[src/include/tomasulo_params.svh]
`ifndef TOMASULO_PARAMS_SVH
`define TOMASULO_PARAMS_SVH

// structure sizes
`define ROB_DEPTH 8
`define RS_DEPTH 3

// execution latencies, dispatch edge to result
`define ADD_LATENCY 2
`define MUL_LATENCY 3

// opcodes
`define OP_ADD 2'd0
`define OP_SUB 2'd1
`define OP_MUL 2'd2

`endif

[src/verilog/tomasulo_pkg.sv]
`default_nettype none

package tomasulo_pkg;

    typedef logic [7:0] data_t;    // operand and result
    typedef logic [3:0] reg_idx_t; // architectural register
    typedef logic [2:0] rob_tag_t; // rob slot, also the bus tag
    typedef logic [1:0] op_t;

    // shared by both execution units
    typedef enum logic [1:0] {
        UNIT_IDLE,
        UNIT_BUSY,
        UNIT_DONE
    } unit_state_t;

endpackage

`default_nettype wire

[src/verilog/reservation_station.sv]
`timescale 1ns/1ns
`default_nettype none
`include "tomasulo_params.svh"

module reservation_station (
    input  wire                         clk1,
    input  wire                         rst,
    input  wire                         alloc,
    input  wire tomasulo_pkg::op_t      alloc_op,
    input  wire tomasulo_pkg::rob_tag_t alloc_tag,
    input  wire                         src1_busy,
    input  wire tomasulo_pkg::rob_tag_t src1_tag,
    input  wire tomasulo_pkg::data_t    src1_value,
    input  wire                         src1_rob_ready,
    input  wire tomasulo_pkg::data_t    src1_rob_value,
    input  wire                         src2_busy,
    input  wire tomasulo_pkg::rob_tag_t src2_tag,
    input  wire tomasulo_pkg::data_t    src2_value,
    input  wire                         src2_rob_ready,
    input  wire tomasulo_pkg::data_t    src2_rob_value,
    input  wire                         cdb_valid,
    input  wire tomasulo_pkg::rob_tag_t cdb_tag,
    input  wire tomasulo_pkg::data_t    cdb_value,
    input  wire                         unit_busy,
    output logic                        full,
    output logic                        start,
    output tomasulo_pkg::op_t           start_op,
    output tomasulo_pkg::data_t         start_a,
    output tomasulo_pkg::data_t         start_b,
    output tomasulo_pkg::rob_tag_t      start_tag
);

    typedef logic [$clog2(`RS_DEPTH)-1:0] slot_t;

    logic                   valid  [`RS_DEPTH];
    tomasulo_pkg::op_t      op     [`RS_DEPTH];
    tomasulo_pkg::data_t    val_a  [`RS_DEPTH];
    tomasulo_pkg::data_t    val_b  [`RS_DEPTH];
    tomasulo_pkg::rob_tag_t tag_a  [`RS_DEPTH];
    tomasulo_pkg::rob_tag_t tag_b  [`RS_DEPTH];
    logic                   wait_a [`RS_DEPTH];
    logic                   wait_b [`RS_DEPTH];
    tomasulo_pkg::rob_tag_t dest   [`RS_DEPTH];

    slot_t               free_idx;
    slot_t               ready_idx;
    logic                free_found;
    logic                ready_found;
    logic                src1_ready;
    logic                src2_ready;
    tomasulo_pkg::data_t src1_pick;
    tomasulo_pkg::data_t src2_pick;

    // descending scan leaves the lowest index
    always_comb
    begin
        free_found  = 1'b0;
        free_idx    = '0;
        ready_found = 1'b0;
        ready_idx   = '0;
        for (int i = `RS_DEPTH - 1; i >= 0; i--)
        begin
            if (!valid[i])
            begin
                free_found = 1'b1;
                free_idx   = slot_t'(i);
            end
            if (valid[i] && !wait_a[i] && !wait_b[i])
            begin
                ready_found = 1'b1;
                ready_idx   = slot_t'(i);
            end
        end
    end

    // operand state decided once, at allocation
    assign src1_ready = !src1_busy || src1_rob_ready || (cdb_valid && cdb_tag == src1_tag);
    assign src2_ready = !src2_busy || src2_rob_ready || (cdb_valid && cdb_tag == src2_tag);
    assign src1_pick  = !src1_busy ? src1_value : (src1_rob_ready ? src1_rob_value : cdb_value);
    assign src2_pick  = !src2_busy ? src2_value : (src2_rob_ready ? src2_rob_value : cdb_value);

    assign full      = !free_found;
    assign start     = ready_found && !unit_busy;
    assign start_op  = op[ready_idx];
    assign start_a   = val_a[ready_idx];
    assign start_b   = val_b[ready_idx];
    assign start_tag = dest[ready_idx];

    always_ff @(posedge clk1)
    begin
        if (rst)
        begin
            for (int i = 0; i < `RS_DEPTH; i++)
                valid[i] <= 1'b0;
        end
        else
        begin
            for (int i = 0; i < `RS_DEPTH; i++)
            begin
                if (valid[i] && cdb_valid && wait_a[i] && tag_a[i] == cdb_tag)
                begin
                    val_a[i]  <= cdb_value;
                    wait_a[i] <= 1'b0;
                end
                if (valid[i] && cdb_valid && wait_b[i] && tag_b[i] == cdb_tag)
                begin
                    val_b[i]  <= cdb_value;
                    wait_b[i] <= 1'b0;
                end
            end
            if (start)
                valid[ready_idx] <= 1'b0;
            if (alloc && free_found)
            begin
                valid[free_idx]  <= 1'b1;
                op[free_idx]     <= alloc_op;
                dest[free_idx]   <= alloc_tag;
                val_a[free_idx]  <= src1_pick;
                tag_a[free_idx]  <= src1_tag;
                wait_a[free_idx] <= !src1_ready;
                val_b[free_idx]  <= src2_pick;
                tag_b[free_idx]  <= src2_tag;
                wait_b[free_idx] <= !src2_ready;
            end
        end
    end

endmodule

`default_nettype wire

[src/verilog/add_sub_unit.sv]
`timescale 1ns/1ns
`default_nettype none
`include "tomasulo_params.svh"

module add_sub_unit (
    input  wire                         clk1,
    input  wire                         rst,
    input  wire                         start,
    input  wire tomasulo_pkg::op_t      start_op,
    input  wire tomasulo_pkg::data_t    start_a,
    input  wire tomasulo_pkg::data_t    start_b,
    input  wire tomasulo_pkg::rob_tag_t start_tag,
    input  wire                         cdb_blocked,
    output logic                        busy,
    output logic                        result_valid,
    output tomasulo_pkg::rob_tag_t      result_tag,
    output tomasulo_pkg::data_t         result_value
);

    localparam logic [1:0] last_count = 2'(`ADD_LATENCY - 1);

    tomasulo_pkg::unit_state_t state;
    logic [1:0]                count;

    assign busy         = state != tomasulo_pkg::UNIT_IDLE;
    assign result_valid = state == tomasulo_pkg::UNIT_DONE;

    always_ff @(posedge clk1)
    begin
        if (rst)
        begin
            state <= tomasulo_pkg::UNIT_IDLE;
            count <= '0;
        end
        else
        begin
            case (state)
                tomasulo_pkg::UNIT_IDLE:
                begin
                    if (start)
                    begin
                        state        <= tomasulo_pkg::UNIT_BUSY;
                        count        <= '0;
                        result_tag   <= start_tag;
                        // wraps mod 256
                        result_value <= (start_op == `OP_SUB) ? start_a - start_b
                                                              : start_a + start_b;
                    end
                end
                tomasulo_pkg::UNIT_BUSY:
                begin
                    if (count == last_count)
                        state <= tomasulo_pkg::UNIT_DONE;
                    else
                        count <= count + 2'd1;
                end
                default:
                begin
                    if (!cdb_blocked) // mul owns the bus otherwise
                        state <= tomasulo_pkg::UNIT_IDLE;
                end
            endcase
        end
    end

endmodule

`default_nettype wire

[src/verilog/mul_unit.sv]
`timescale 1ns/1ns
`default_nettype none
`include "tomasulo_params.svh"

module mul_unit (
    input  wire                         clk1,
    input  wire                         rst,
    input  wire                         start,
    input  wire tomasulo_pkg::data_t    start_a,
    input  wire tomasulo_pkg::data_t    start_b,
    input  wire tomasulo_pkg::rob_tag_t start_tag,
    output logic                        busy,
    output logic                        result_valid,
    output tomasulo_pkg::rob_tag_t      result_tag,
    output tomasulo_pkg::data_t         result_value
);

    localparam logic [1:0] last_count = 2'(`MUL_LATENCY - 1);

    tomasulo_pkg::unit_state_t state;
    logic [1:0]                count;

    assign busy         = state != tomasulo_pkg::UNIT_IDLE;
    assign result_valid = state == tomasulo_pkg::UNIT_DONE;

    always_ff @(posedge clk1)
    begin
        if (rst)
        begin
            state <= tomasulo_pkg::UNIT_IDLE;
            count <= '0;
        end
        else
        begin
            case (state)
                tomasulo_pkg::UNIT_IDLE:
                begin
                    if (start)
                    begin
                        state        <= tomasulo_pkg::UNIT_BUSY;
                        count        <= '0;
                        result_tag   <= start_tag;
                        result_value <= start_a * start_b; // low byte only
                    end
                end
                tomasulo_pkg::UNIT_BUSY:
                begin
                    if (count == last_count)
                        state <= tomasulo_pkg::UNIT_DONE;
                    else
                        count <= count + 2'd1;
                end
                default:
                    state <= tomasulo_pkg::UNIT_IDLE; // bus always taken
            endcase
        end
    end

endmodule

`default_nettype wire

[src/verilog/reorder_buffer.sv]
`timescale 1ns/1ns
`default_nettype none
`include "tomasulo_params.svh"

module reorder_buffer (
    input  wire                         clk1,
    input  wire                         rst,
    input  wire                         issue_valid,
    input  wire tomasulo_pkg::op_t      issue_op,
    input  wire tomasulo_pkg::reg_idx_t issue_rd,
    input  wire                         add_rs_full,
    input  wire                         mul_rs_full,
    input  wire tomasulo_pkg::rob_tag_t src1_tag,
    input  wire tomasulo_pkg::rob_tag_t src2_tag,
    input  wire                         add_valid,
    input  wire tomasulo_pkg::rob_tag_t add_tag,
    input  wire tomasulo_pkg::data_t    add_value,
    input  wire                         mul_valid,
    input  wire tomasulo_pkg::rob_tag_t mul_tag,
    input  wire tomasulo_pkg::data_t    mul_value,
    output logic                        issue_full,
    output logic                        add_alloc,
    output logic                        mul_alloc,
    output tomasulo_pkg::rob_tag_t      alloc_tag,
    output logic                        src1_rob_ready,
    output tomasulo_pkg::data_t         src1_rob_value,
    output logic                        src2_rob_ready,
    output tomasulo_pkg::data_t         src2_rob_value,
    output logic                        cdb_valid,
    output tomasulo_pkg::rob_tag_t      cdb_tag,
    output tomasulo_pkg::data_t         cdb_value,
    output logic                        commit_valid,
    output tomasulo_pkg::reg_idx_t      commit_rd,
    output tomasulo_pkg::data_t         commit_value,
    output tomasulo_pkg::rob_tag_t      commit_tag
);

    logic [$clog2(`ROB_DEPTH+1)-1:0] count;
    tomasulo_pkg::rob_tag_t          head;
    tomasulo_pkg::rob_tag_t          tail;
    logic                            accept;
    logic                            is_mul;

    logic                   done  [`ROB_DEPTH];
    tomasulo_pkg::reg_idx_t rd    [`ROB_DEPTH];
    tomasulo_pkg::data_t    value [`ROB_DEPTH];

    // full if rob or the targeted station has no room
    assign is_mul     = issue_op == `OP_MUL;
    assign issue_full = (count == `ROB_DEPTH) || (is_mul ? mul_rs_full : add_rs_full);
    assign accept     = issue_valid && !issue_full;
    assign add_alloc  = accept && !is_mul;
    assign mul_alloc  = accept && is_mul;
    assign alloc_tag  = tail;

    assign src1_rob_ready = done[src1_tag];
    assign src1_rob_value = value[src1_tag];
    assign src2_rob_ready = done[src2_tag];
    assign src2_rob_value = value[src2_tag];

    // mul wins the bus
    assign cdb_valid = mul_valid || add_valid;
    assign cdb_tag   = mul_valid ? mul_tag : add_tag;
    assign cdb_value = mul_valid ? mul_value : add_value;

    assign commit_valid = done[head];
    assign commit_rd    = rd[head];
    assign commit_value = value[head];
    assign commit_tag   = head;

    always_ff @(posedge clk1)
    begin
        if (rst)
        begin
            head  <= '0;
            tail  <= '0;
            count <= '0;
            for (int i = 0; i < `ROB_DEPTH; i++)
                done[i] <= 1'b0;
        end
        else
        begin
            if (cdb_valid)
            begin
                done[cdb_tag]  <= 1'b1;
                value[cdb_tag] <= cdb_value;
            end
            if (commit_valid)
            begin
                done[head] <= 1'b0;
                head       <= head + 3'd1;
            end
            if (accept)
            begin
                rd[tail] <= issue_rd;
                tail     <= tail + 3'd1; // depth is a power of two
            end
            count <= count + {3'd0, accept} - {3'd0, commit_valid};
        end
    end

endmodule

`default_nettype wire

[src/verilog/register_status.sv]
`timescale 1ns/1ns
`default_nettype none

module register_status (
    input  wire                         clk1,
    input  wire                         rst,
    input  wire                         alloc_any,
    input  wire tomasulo_pkg::reg_idx_t alloc_rd,
    input  wire tomasulo_pkg::rob_tag_t alloc_tag,
    input  wire tomasulo_pkg::reg_idx_t issue_rs1,
    input  wire tomasulo_pkg::reg_idx_t issue_rs2,
    input  wire                         commit_valid,
    input  wire tomasulo_pkg::reg_idx_t commit_rd,
    input  wire tomasulo_pkg::data_t    commit_value,
    input  wire tomasulo_pkg::rob_tag_t commit_tag,
    output logic                        src1_busy,
    output tomasulo_pkg::rob_tag_t      src1_tag,
    output tomasulo_pkg::data_t         src1_value,
    output logic                        src2_busy,
    output tomasulo_pkg::rob_tag_t      src2_tag,
    output tomasulo_pkg::data_t         src2_value
);

    localparam int num_regs = 16;

    tomasulo_pkg::data_t    regs [num_regs];
    logic                   busy [num_regs];
    tomasulo_pkg::rob_tag_t tag  [num_regs];

    // a same-cycle commit from the recorded producer frees the source
    assign src1_busy  = busy[issue_rs1]
                        && !(commit_valid && commit_rd == issue_rs1 && tag[issue_rs1] == commit_tag);
    assign src2_busy  = busy[issue_rs2]
                        && !(commit_valid && commit_rd == issue_rs2 && tag[issue_rs2] == commit_tag);
    assign src1_tag   = tag[issue_rs1];
    assign src2_tag   = tag[issue_rs2];
    assign src1_value = (commit_valid && commit_rd == issue_rs1) ? commit_value : regs[issue_rs1];
    assign src2_value = (commit_valid && commit_rd == issue_rs2) ? commit_value : regs[issue_rs2];

    always_ff @(posedge clk1)
    begin
        if (rst)
        begin
            for (int i = 0; i < num_regs; i++)
            begin
                regs[i] <= tomasulo_pkg::data_t'(i); // r holds r
                busy[i] <= 1'b0;
                tag[i]  <= '0;
            end
        end
        else
        begin
            if (commit_valid)
            begin
                regs[commit_rd] <= commit_value;
                if (tag[commit_rd] == commit_tag)
                    busy[commit_rd] <= 1'b0;
            end
            // newer producer overrides the commit clear
            if (alloc_any)
            begin
                busy[alloc_rd] <= 1'b1;
                tag[alloc_rd]  <= alloc_tag;
            end
        end
    end

endmodule

`default_nettype wire

[src/verilog/tomasulo_core.sv]
`timescale 1ns/1ns
`default_nettype none

module tomasulo_core (
    input  wire                         clk1,
    input  wire                         rst,
    input  wire                         issue_valid,
    input  wire tomasulo_pkg::op_t      issue_op,
    input  wire tomasulo_pkg::reg_idx_t issue_rd,
    input  wire tomasulo_pkg::reg_idx_t issue_rs1,
    input  wire tomasulo_pkg::reg_idx_t issue_rs2,
    output logic                        issue_full,
    output logic                        commit_valid,
    output tomasulo_pkg::reg_idx_t      commit_rd,
    output tomasulo_pkg::data_t         commit_value
);

    logic                   add_alloc, mul_alloc, add_rs_full, mul_rs_full;
    tomasulo_pkg::rob_tag_t alloc_tag, commit_tag;
    logic                   src1_busy, src2_busy, src1_rob_ready, src2_rob_ready;
    tomasulo_pkg::rob_tag_t src1_tag, src2_tag;
    tomasulo_pkg::data_t    src1_value, src2_value, src1_rob_value, src2_rob_value;
    logic                   cdb_valid;
    tomasulo_pkg::rob_tag_t cdb_tag;
    tomasulo_pkg::data_t    cdb_value;

    // station to unit
    logic                   add_start, mul_start, add_busy, mul_busy;
    tomasulo_pkg::op_t      add_start_op;
    tomasulo_pkg::data_t    add_start_a, add_start_b, mul_start_a, mul_start_b;
    tomasulo_pkg::rob_tag_t add_start_tag, mul_start_tag;

    // unit results
    logic                   add_result_valid, mul_result_valid;
    tomasulo_pkg::rob_tag_t add_result_tag, mul_result_tag;
    tomasulo_pkg::data_t    add_result_value, mul_result_value;

    reservation_station add_rs (
        .clk1(clk1), .rst(rst), .alloc(add_alloc), .alloc_op(issue_op), .alloc_tag(alloc_tag),
        .src1_busy(src1_busy), .src1_tag(src1_tag), .src1_value(src1_value),
        .src1_rob_ready(src1_rob_ready), .src1_rob_value(src1_rob_value),
        .src2_busy(src2_busy), .src2_tag(src2_tag), .src2_value(src2_value),
        .src2_rob_ready(src2_rob_ready), .src2_rob_value(src2_rob_value),
        .cdb_valid(cdb_valid), .cdb_tag(cdb_tag), .cdb_value(cdb_value),
        .unit_busy(add_busy), .full(add_rs_full), .start(add_start), .start_op(add_start_op),
        .start_a(add_start_a), .start_b(add_start_b), .start_tag(add_start_tag)
    );

    reservation_station mul_rs (
        .clk1(clk1), .rst(rst), .alloc(mul_alloc), .alloc_op(issue_op), .alloc_tag(alloc_tag),
        .src1_busy(src1_busy), .src1_tag(src1_tag), .src1_value(src1_value),
        .src1_rob_ready(src1_rob_ready), .src1_rob_value(src1_rob_value),
        .src2_busy(src2_busy), .src2_tag(src2_tag), .src2_value(src2_value),
        .src2_rob_ready(src2_rob_ready), .src2_rob_value(src2_rob_value),
        .cdb_valid(cdb_valid), .cdb_tag(cdb_tag), .cdb_value(cdb_value),
        .unit_busy(mul_busy), .full(mul_rs_full), .start(mul_start), .start_op(),
        .start_a(mul_start_a), .start_b(mul_start_b), .start_tag(mul_start_tag)
    );

    add_sub_unit i_add_sub_unit (
        .clk1(clk1), .rst(rst), .start(add_start), .start_op(add_start_op),
        .start_a(add_start_a), .start_b(add_start_b), .start_tag(add_start_tag),
        .cdb_blocked(mul_result_valid), .busy(add_busy), .result_valid(add_result_valid),
        .result_tag(add_result_tag), .result_value(add_result_value)
    );

    mul_unit i_mul_unit (
        .clk1(clk1), .rst(rst), .start(mul_start), .start_a(mul_start_a),
        .start_b(mul_start_b), .start_tag(mul_start_tag), .busy(mul_busy),
        .result_valid(mul_result_valid), .result_tag(mul_result_tag),
        .result_value(mul_result_value)
    );

    reorder_buffer i_reorder_buffer (
        .clk1(clk1), .rst(rst), .issue_valid(issue_valid), .issue_op(issue_op),
        .issue_rd(issue_rd), .add_rs_full(add_rs_full), .mul_rs_full(mul_rs_full),
        .src1_tag(src1_tag), .src2_tag(src2_tag),
        .add_valid(add_result_valid), .add_tag(add_result_tag), .add_value(add_result_value),
        .mul_valid(mul_result_valid), .mul_tag(mul_result_tag), .mul_value(mul_result_value),
        .issue_full(issue_full), .add_alloc(add_alloc), .mul_alloc(mul_alloc),
        .alloc_tag(alloc_tag), .src1_rob_ready(src1_rob_ready),
        .src1_rob_value(src1_rob_value), .src2_rob_ready(src2_rob_ready),
        .src2_rob_value(src2_rob_value), .cdb_valid(cdb_valid), .cdb_tag(cdb_tag),
        .cdb_value(cdb_value), .commit_valid(commit_valid), .commit_rd(commit_rd),
        .commit_value(commit_value), .commit_tag(commit_tag)
    );

    register_status i_register_status (
        .clk1(clk1), .rst(rst), .alloc_any(add_alloc || mul_alloc), .alloc_rd(issue_rd),
        .alloc_tag(alloc_tag), .issue_rs1(issue_rs1), .issue_rs2(issue_rs2),
        .commit_valid(commit_valid), .commit_rd(commit_rd), .commit_value(commit_value),
        .commit_tag(commit_tag), .src1_busy(src1_busy), .src1_tag(src1_tag),
        .src1_value(src1_value), .src2_busy(src2_busy), .src2_tag(src2_tag),
        .src2_value(src2_value)
    );

endmodule

`default_nettype wire

[config.mk]
export PLATFORM = sky130hd
export DESIGN_NAME = tomasulo_core
export DESIGN_NICKNAME = d
export VERILOG_FILES = /design/src/verilog/tomasulo_pkg.sv /design/src/verilog/reservation_station.sv /design/src/verilog/add_sub_unit.sv /design/src/verilog/mul_unit.sv /design/src/verilog/reorder_buffer.sv /design/src/verilog/register_status.sv /design/src/verilog/tomasulo_core.sv
export VERILOG_INCLUDE_DIRS = /design/src /design/src/include
export SDC_FILE = /design/constraint.sdc
export NUM_CORES = 1
export LEC_CHECK = 0
export BUFFER_PORTS_ARGS = -buffer_cell sky130_fd_sc_hd__buf_4
export CAP_MARGIN = 30
export CORE_ASPECT_RATIO = 1.1
export CORE_UTILIZATION = 30
export DETAILED_ROUTE_END_ITERATION = 10
export SLEW_MARGIN = 40
export SYNTH_ARGS = -nofsm -noshare
export SYNTH_HDL_FRONTEND = slang
export SYNTH_SLANG_ARGS = --single-unit
[constraint.sdc]
create_clock -name clk1 -period 7.8 [get_ports clk1]
set_input_delay 0.78 -clock clk1 [delete_from_list [all_inputs] [get_ports clk1]]
set_output_delay 0.78 -clock clk1 [all_outputs]
set_load 0.02 [all_outputs]
==> results of run 1 <==
-- how the worst min path moves through the flow --
stage | startpoint | to | slack [ns] | cells past startpoint
floorplan | i_add_sub_unit.count[0] | i_add_sub_unit.count[0] | 0.46 | 2
global placement | i_add_sub_unit.count[0] | i_add_sub_unit.count[0] | 0.46 | 2
detailed placement | i_add_sub_unit.count[0] | i_add_sub_unit.count[0] | 0.50 | 2
CTS | issue_op[0] | add_rs.op[1][0] | 0.36 | 1
global route | issue_op[0] | add_rs.op[1][0] | 0.37 | 1
finish | issue_op[0] | add_rs.op[1][0] | 0.38 | 1
-- power by group --
group	switching, mW	total [mW]	internal [mW]
combinational	0.586	0.946	0.360
sequential	0.0495	3.15	3.10
clock	1.14	2.76	1.62
total	1.77	6.86	5.08
-- metrics by stage --
stage / util (%) / worst slack, ns / hold WS [ns]
finish: 34.3 / 1.81 / 0.381
global route: 34.3 / 1.46 / 0.374
CTS: 34.3 / 1.91 / 0.362
detailed placement: 32.2 / 1.90 / 0.498
global placement: 32.1 / 2.10 / 0.462
floorplan: - / 2.42 / 0.456
-- cell families (layout without fill, tap and decap cells) --
kind of cell,count (synthesis),count (layout),synth area share [%]
mux,292,292,17.0
fa+ha+maj,47,47,2.47
buf+inv,211,261,3.23
other cells,1,1,0.0133
simple gates,707,707,11.7
flops,514,514,53.1
xor+xnor,90,90,2.90
compound gates,361,361,9.50
-- cell usage after synthesis, drive strengths merged, types with 5 or more instances --
| library cell | number |
|---|---|
| a2bb2oi | 7 |
| dfxtp | 51 |
| nor4 | 23 |
| o22ai | 18 |
| a21oi | 91 |
| nor3b | 10 |
| nor4b | 5 |
| a22o | 10 |
| or2 | 15 |
| mux2 | 18 |
| nor2 | 253 |
| nand4 | 12 |
| xnor2 | 67 |
| inv | 64 |
| o41ai | 8 |
| nand2 | 212 |
| nor2b | 18 |
| mux4 | 143 |
| nand3b | 8 |
| a31oi | 52 |
| or3b | 9 |
| fa | 14 |
| nor3 | 19 |
| a21o | 6 |
| o21ai | 57 |
| o311ai | 9 |
| o31ai | 12 |
| clkinv | 5 |
| mux2i | 131 |
| xor2 | 21 |
| nand3 | 30 |
| and3 | 5 |
| o221a | 42 |
| edfxtp | 463 |
| a211o | 7 |
| nand2b | 16 |
| buf | 68 |
| a221oi | 11 |
| ha | 33 |
| clkbuf | 74 |
| or3 | 11 |
| and2 | 58 |
-- state kept, by name, indices dropped and copies added, names as in the netlist, 16 cells and up, named ones only --
name and cells:
add_rs.val_a 24, add_rs.val_b 24, i_register_status.busy 16, i_register_status.regs 128, i_register_status.tag 48, i_reorder_buffer.rd 32, i_reorder_buffer.value 64, mul_rs.val_a 24
mul_rs.val_b 25
-- layer usage --
layer,share of wire (%),wire length [µm]
met1,40,32400
met4,2.4,1920
met5,0,0
met2,51,40600
met3,6.6,5290
-- layout make-up --
class,instances,area (µm²)
multi-input cells,1498,12500
well taps,1249,1560
clock inverters,38,409
flip-flops and latches,514,14900
inverters,69,260
fillers,8927,60900
clock buffers,67,1480
repair buffers,87,658
-- critical path, stage by stage (launching register included) --
cell,delay (ns)
dfxtp_1,0.46
or3b_1,0.48
and3_1,0.45
nor2_1,0.54
a21oi_1,0.30
or2_2,0.36
fa_1,0.41
inv_1,0.08
fa_1,0.42
ha_1,0.30
inv_1,0.05
fa_1,0.48
inv_1,0.04
ha_1,0.31
a21o_1,0.17
a21oi_1,0.17
xnor2_1,0.18
xnor2_1,0.15
xnor3_1,0.25
xnor2_1,0.14
==> results.json, run 1 <==
{
  "vias_per_cell": 5.46,
  "cts_max_level": 2,
  "hpwl_um": 57400,
  "tightest_slew_ns": 0.860,
  "final_hold_viol_count": 0,
  "wl_per_cell_um": 22.8,
  "clock_sinks": 514,
  "num_rows": 117,
  "grt_use_total_pct": 16.7,
  "hold_buffers": 0,
  "maxSlewViolCount": 0,
  "worstRegToRegCells": 19,
  "crit_required_ns": 8.16,
  "yosysTopAreaCellShare_pct": 49.5,
  "p_per_area_nw_per_um2": 216,
  "timing.slew.headroom_pct": 42.6,
  "max_cap_viol_count": 0,
  "ys.flop_type": "edfxtp_1",
  "final_area_um2": 31800,
  "critPathLaunchType": "flop",
  "synth_cell_types": 79,
  "syn_nets": 2287,
  "synth_seq_cells": 514,
  "grt-ovfl-total": 0,
  "ioPinCount": 31,
  "final_cell_mix": "463 x edfxtp_1, 246 x nor2_1, 211 x nand2_1",
  "drive_above_1_share_pct": 18.3,
  "rsz0062_at_grt": "no",
  "met3_usage_pct": 2.29,
  "r2r_start": "mul_rs.valid[1]",
  "synth_warnings": 0,
  "n_antenna_cell": 0,
  "synth-edff-count": 463,
  "busiest_layer": "met2",
  "syn_area_per_cell_um2": 12.6,
  "crit-reg2reg-capture": "i_mul_unit.result_value[7]",
  "ys_seq_area_share_pct": 53.1,
  "cts_inserted_buffers": 56,
  "grt_use_met2_pct": 29.4,
  "path_clk_slew_ns": 0.07,
  "drc_errors": 0,
  "port_buffers": 30,
  "grt_max_degree": 59,
  "endpoint_kind": "flop",
  "ir_worst_vdd_mv": 0.193,
  "synthArstFlopShare_pct": 0,
  "period_needed_ns": 5.99,
  "clock_latency_ns": 0.63,
  "fmax_ghz": 0.167,
  "area_growth_pct": 13.1,
  "clockRootBuffer": "clkbuf_16",
  "cts_buffer_depth": 3,
  "totalWireLength_um": 80200,
  "fin_skew_ns": 0.0222,
  "finalWeightedCongestion": 0.869,
  "postCtsSetupRepairBufs": 0,
  "antenna_found_initial": 0,
  "syn_inst": 2223,
  "post_cts_resized": 0,
  "finalSetupTns_ns": 0,
  "initial_core_util_pct": 30.3,
  "synth_top_area_cell": "edfxtp_1",
  "layout.nets": 2290,
  "leakagePower_nw": 10.8,
  "core-area_um2": 92700,
  "setup_violations": 0,
  "path_class": "reg -> reg",
  "worstSetupStartpoint": "mul_rs.valid[1]",
  "die_w_um": 294,
  "dr.pass1.iters": 6,
  "dpl_cell_area_um2": 29900,
  "hold_path_class": "in -> reg",
  "synth_area_leaders": "edfxtp_1 49%, mux4_2 11%, mux2i_1 4.5%",
  "grt_pass1_vias": 19300,
  "p_total_mw": 6.86,
  "finalCritPeriodShare_pct": 76.8,
  "status": "complete, no violations",
  "cts_tree": "yes",
  "dp.cells": 3416,
  "cp.arrival_ns": 6.35,
  "die_area_um2": 94900,
  "grt_pass1_wl_um": 121000,
  "drtIter0Drc": 1885,
  "rrSetupSlack_ns": 1.81,
  "layout_commonest_cell": "edfxtp_1",
  "crit_fanout": 19,
  "final_cells": 3522,
  "worstSetupEndpoint": "i_mul_unit.result_value[7]",
  "fp.dieH_um": 323,
  "grtUsageMet1_pct": 21.2,
  "via_count": 19200,
  "netlist_area_um2": 28100,
  "antenna_left": 0
}
Power figures use the tool's default switching activity.
==> run 2: changes to the inputs <==
--- a/config.mk
+++ b/config.mk
@@ -6,6 +6,7 @@
 export SDC_FILE = /design/constraint.sdc
 export NUM_CORES = 1
 export LEC_CHECK = 0
+export ABC_AREA = 1
 export BUFFER_PORTS_ARGS = -buffer_cell sky130_fd_sc_hd__buf_4
 export CAP_MARGIN = 30
 export CORE_ASPECT_RATIO = 1.1
==> constraint.sdc (replaced) <==
create_clock -name clk1 -period 5.5 [get_ports clk1]
set_input_delay 0.55 -clock clk1 [delete_from_list [all_inputs] [get_ports clk1]]
set_output_delay 0.55 -clock clk1 [all_outputs]
set_load 0.02 [all_outputs]
==> results.json, run 2 <==
{
  "grt-ovfl-total": 0,
  "top_layer": "met4",
  "yosysTopAreaCellShare_pct": 47.4,
  "antenna_left": 0,
  "wl_per_cell_um": 19.1,
  "synth_cell_types": 53,
  "finalSetupTns_ns": 0,
  "crit-reg2reg-capture": "i_mul_unit.result_value[7]",
  "cp_top_family": "adder cells",
  "cp_num_buf_inv": 6,
  "initial_core_util_pct": 30.4,
  "area_growth_pct": 12.7,
  "via_count": 25100,
  "drc_errors": 0,
  "worstRegToRegCells": 25,
  "antenna_found_initial": 0,
  "endpoint_kind": "flop",
  "ir_worst_vdd_mv": 0.285,
  "cts_buffer_depth": 3,
  "status": "complete, no violations",
  "cts_tree": "yes",
  "synth_top_area_cell": "edfxtp_1",
  "port_buffers": 30,
  "tightest_slew_ns": 0.878,
  "synth_area_leaders": "edfxtp_1 47%, nand2_1 14%, o21ai_0 5.6%",
  "die_area_um2": 98900,
  "ys.flop_type": "edfxtp_1",
  "ys_seq_area_share_pct": 50.9,
  "die_w_um": 300,
  "clock_sinks": 514,
  "drtIter0Drc": 2420,
  "totalWireLength_um": 93700,
  "switching_share_pct": 30.6,
  "drive_above_1_share_pct": 8.40,
  "ioPinCount": 31,
  "wl_met3_um": 7120,
  "grt_max_degree": 107,
  "hold_depth": 1,
  "dpl_cell_area_um2": 31000,
  "regMostFlops": "i_register_status.regs",
  "power_frac_seq_pct": 41.7,
  "p_sw_mw": 3.29,
  "finalWeightedCongestion": 0.906,
  "num_rows": 119,
  "synth_common_cells": "1054 x nand2_1, 463 x edfxtp_1, 374 x nor2_1",
  "synth_most_common_cell": "nand2_1",
  "r2r_start": "mul_rs.wait_a[2]",
  "hp-start": "issue_op[0]",
  "fmax_ghz": 0.197,
  "n_antenna_cell": 0,
  "syn_nets": 3670,
  "cts_inserted_buffers": 58,
  "crit_required_ns": 5.90,
  "critPathLaunchType": "flop",
  "clockRootBuffer": "clkbuf_16",
  "layout_commonest_cell": "nand2_1",
  "hold_buffers": 0,
  "clock_latency_ns": 0.68,
  "whs_endpoint": "add_rs.op[0][0]",
  "path_clk_slew_ns": 0.06,
  "finalCritPeriodShare_pct": 92.3,
  "syn_inst": 3606,
  "leakagePower_nw": 13.6,
  "layout.nets": 3648,
  "synthArstFlopShare_pct": 0,
  "met1_length_um": 39100,
  "cts_max_level": 2,
  "p_int_mw": 7.45,
  "hpwl_um": 64000,
  "p_per_area_nw_per_um2": 325,
  "cp_slowest_stage_delay_ns": 0.56,
  "grt_pass1_vias": 24000,
  "wl_met2_um": 43500,
  "cp.arrival_ns": 5.47,
  "path_class": "reg -> reg",
  "dr.pass1.iters": 8,
  "syn_area_per_cell_um2": 8.13,
  "hold_path_class": "in -> reg",
  "core-area_um2": 96300,
  "final_area_um2": 33000,
  "fp.dieH_um": 330,
  "synth_seq_cells": 514,
  "vias_per_cell": 5.12,
  "grt_pass1_wl_um": 144000,
  "maxSlewViolCount": 0,
  "timing.slew.headroom_pct": 41.4,
  "setup_violations": 0,
  "largestRegisters": "i_register_status.regs (128), i_reorder_buffer.value (64), i_register_status.tag (48)",
  "period_needed_ns": 5.07,
  "synth-edff-count": 463,
  "clockPowerShare_pct": 38.8,
  "grt_use_total_pct": 18.9,
  "synth_warnings": 0,
  "slowest_stage": "fa_1",
  "netlist_area_um2": 29300,
  "max_cap_viol_count": 0,
  "final_hold_viol_count": 0,
  "rrSetupSlack_ns": 0.43,
  "final_cell_mix": "1052 x nand2_1, 463 x edfxtp_1, 367 x nor2_1",
  "largest_reg_flops": 128,
  "fin_skew_ns": 0.0927,
  "power_frac_comb_pct": 19.5,
  "rsz0062_at_grt": "no",
  "crit_fanout": 18
}
==> run 2: changes by cell type after synthesis, moves of 57 or more <==
cell / previous run / this run
nand2_1: 212 / 1054
o21ai_0: 53 / 328
inv_1: 59 / 330
nand3_1: 30 / 258
mux4_2: 143 / 0
mux2i_1: 126 / 0
nor2_1: 252 / 374
a21oi_1: 91 / 202
xnor2_1: 67 / 9
and2_1: 58 / 1
==> run 2: final cells by class <==
cell class                 count  area [µm²]
multi-input combinational   2537       12200
timing repair buffer         116         878
inverter                     357        1350
sequential                   514       14900
clock buffer                  76        1560
clock inverter                31         487
tap                         1270        1590
fill                        9939       63300
==> run 2: worst max path at each step <==
stage                      from                         end  slack (ns)  cells past startpoint
2_1_floorplan  mul_rs.wait_a[1]  i_mul_unit.result_value[7]        0.77                     26
3_3_place_gp   mul_rs.wait_a[1]  i_mul_unit.result_value[7]        0.28                     24
3_5_place_dp   mul_rs.wait_b[1]  i_mul_unit.result_value[7]        0.26                     24
4_1_cts        mul_rs.wait_b[1]  i_mul_unit.result_value[7]        0.27                     24
5_1_grt        mul_rs.wait_b[0]  i_mul_unit.result_value[7]        0.02                     26
6_report       mul_rs.wait_a[2]  i_mul_unit.result_value[7]        0.43                     25
==> run 2: power by group through the flow <==
| stage | logic, mW | registers, mW | clock network [mW] |
|---|---|---|---|
| global route | 2.31 | 4.48 | 4.36 |
| finish | 2.10 | 4.47 | 4.16 |
| floorplan | 1.38 | 4.53 | 0 |
| CTS | 2.08 | 4.47 | 4.22 |
| detailed placement | 2.07 | 4.56 | 0 |
| global placement | 2.05 | 4.55 | 0 |
==> run 2: logic make-up (layout without fill, tap and decap cells) <==
kind of cell	after synthesis	after routing	synth area share [%]
fa+ha+maj	47	47	2.37
buf+inv	555	580	7.84
simple gates	1791	1791	25.4
xor+xnor	45	45	1.34
other cells	1	1	0.0128
compound gates	653	653	12.1
flops	514	514	50.9
==> run 2: through the flow <==
| stage | instances | setup slack, ns | power [mW] | hold WS, ns | util (%) |
|---|---|---|---|---|---|
| 2_1_floorplan | 3606 | 0.771 | 5.91 | 0.453 | - |
| 3_3_place_gp | 4792 | 0.279 | 6.60 | 0.472 | 32.1 |
| 3_5_place_dp | 4794 | 0.260 | 6.62 | 0.476 | 32.1 |
| 4_1_cts | 4901 | 0.266 | 10.8 | 0.0986 | 34.3 |
| 5_1_grt | 4901 | 0.0215 | 11.2 | 0.108 | 34.3 |
| 6_report | 4901 | 0.425 | 10.7 | 0.124 | 34.3 |
==> run 2: repair_timing <==
item                       CTS  global route
gates resized for setup      0             2
buffers inserted             0             0
setup endpoints to repair    0             1
==> run 2: metal layers <==
layer,track usage (%),up-vias
met2,31.3,1101
met1,24.5,11800
met4,8.20,0
met3,2.70,223
met5,0,-
li1,-,12000
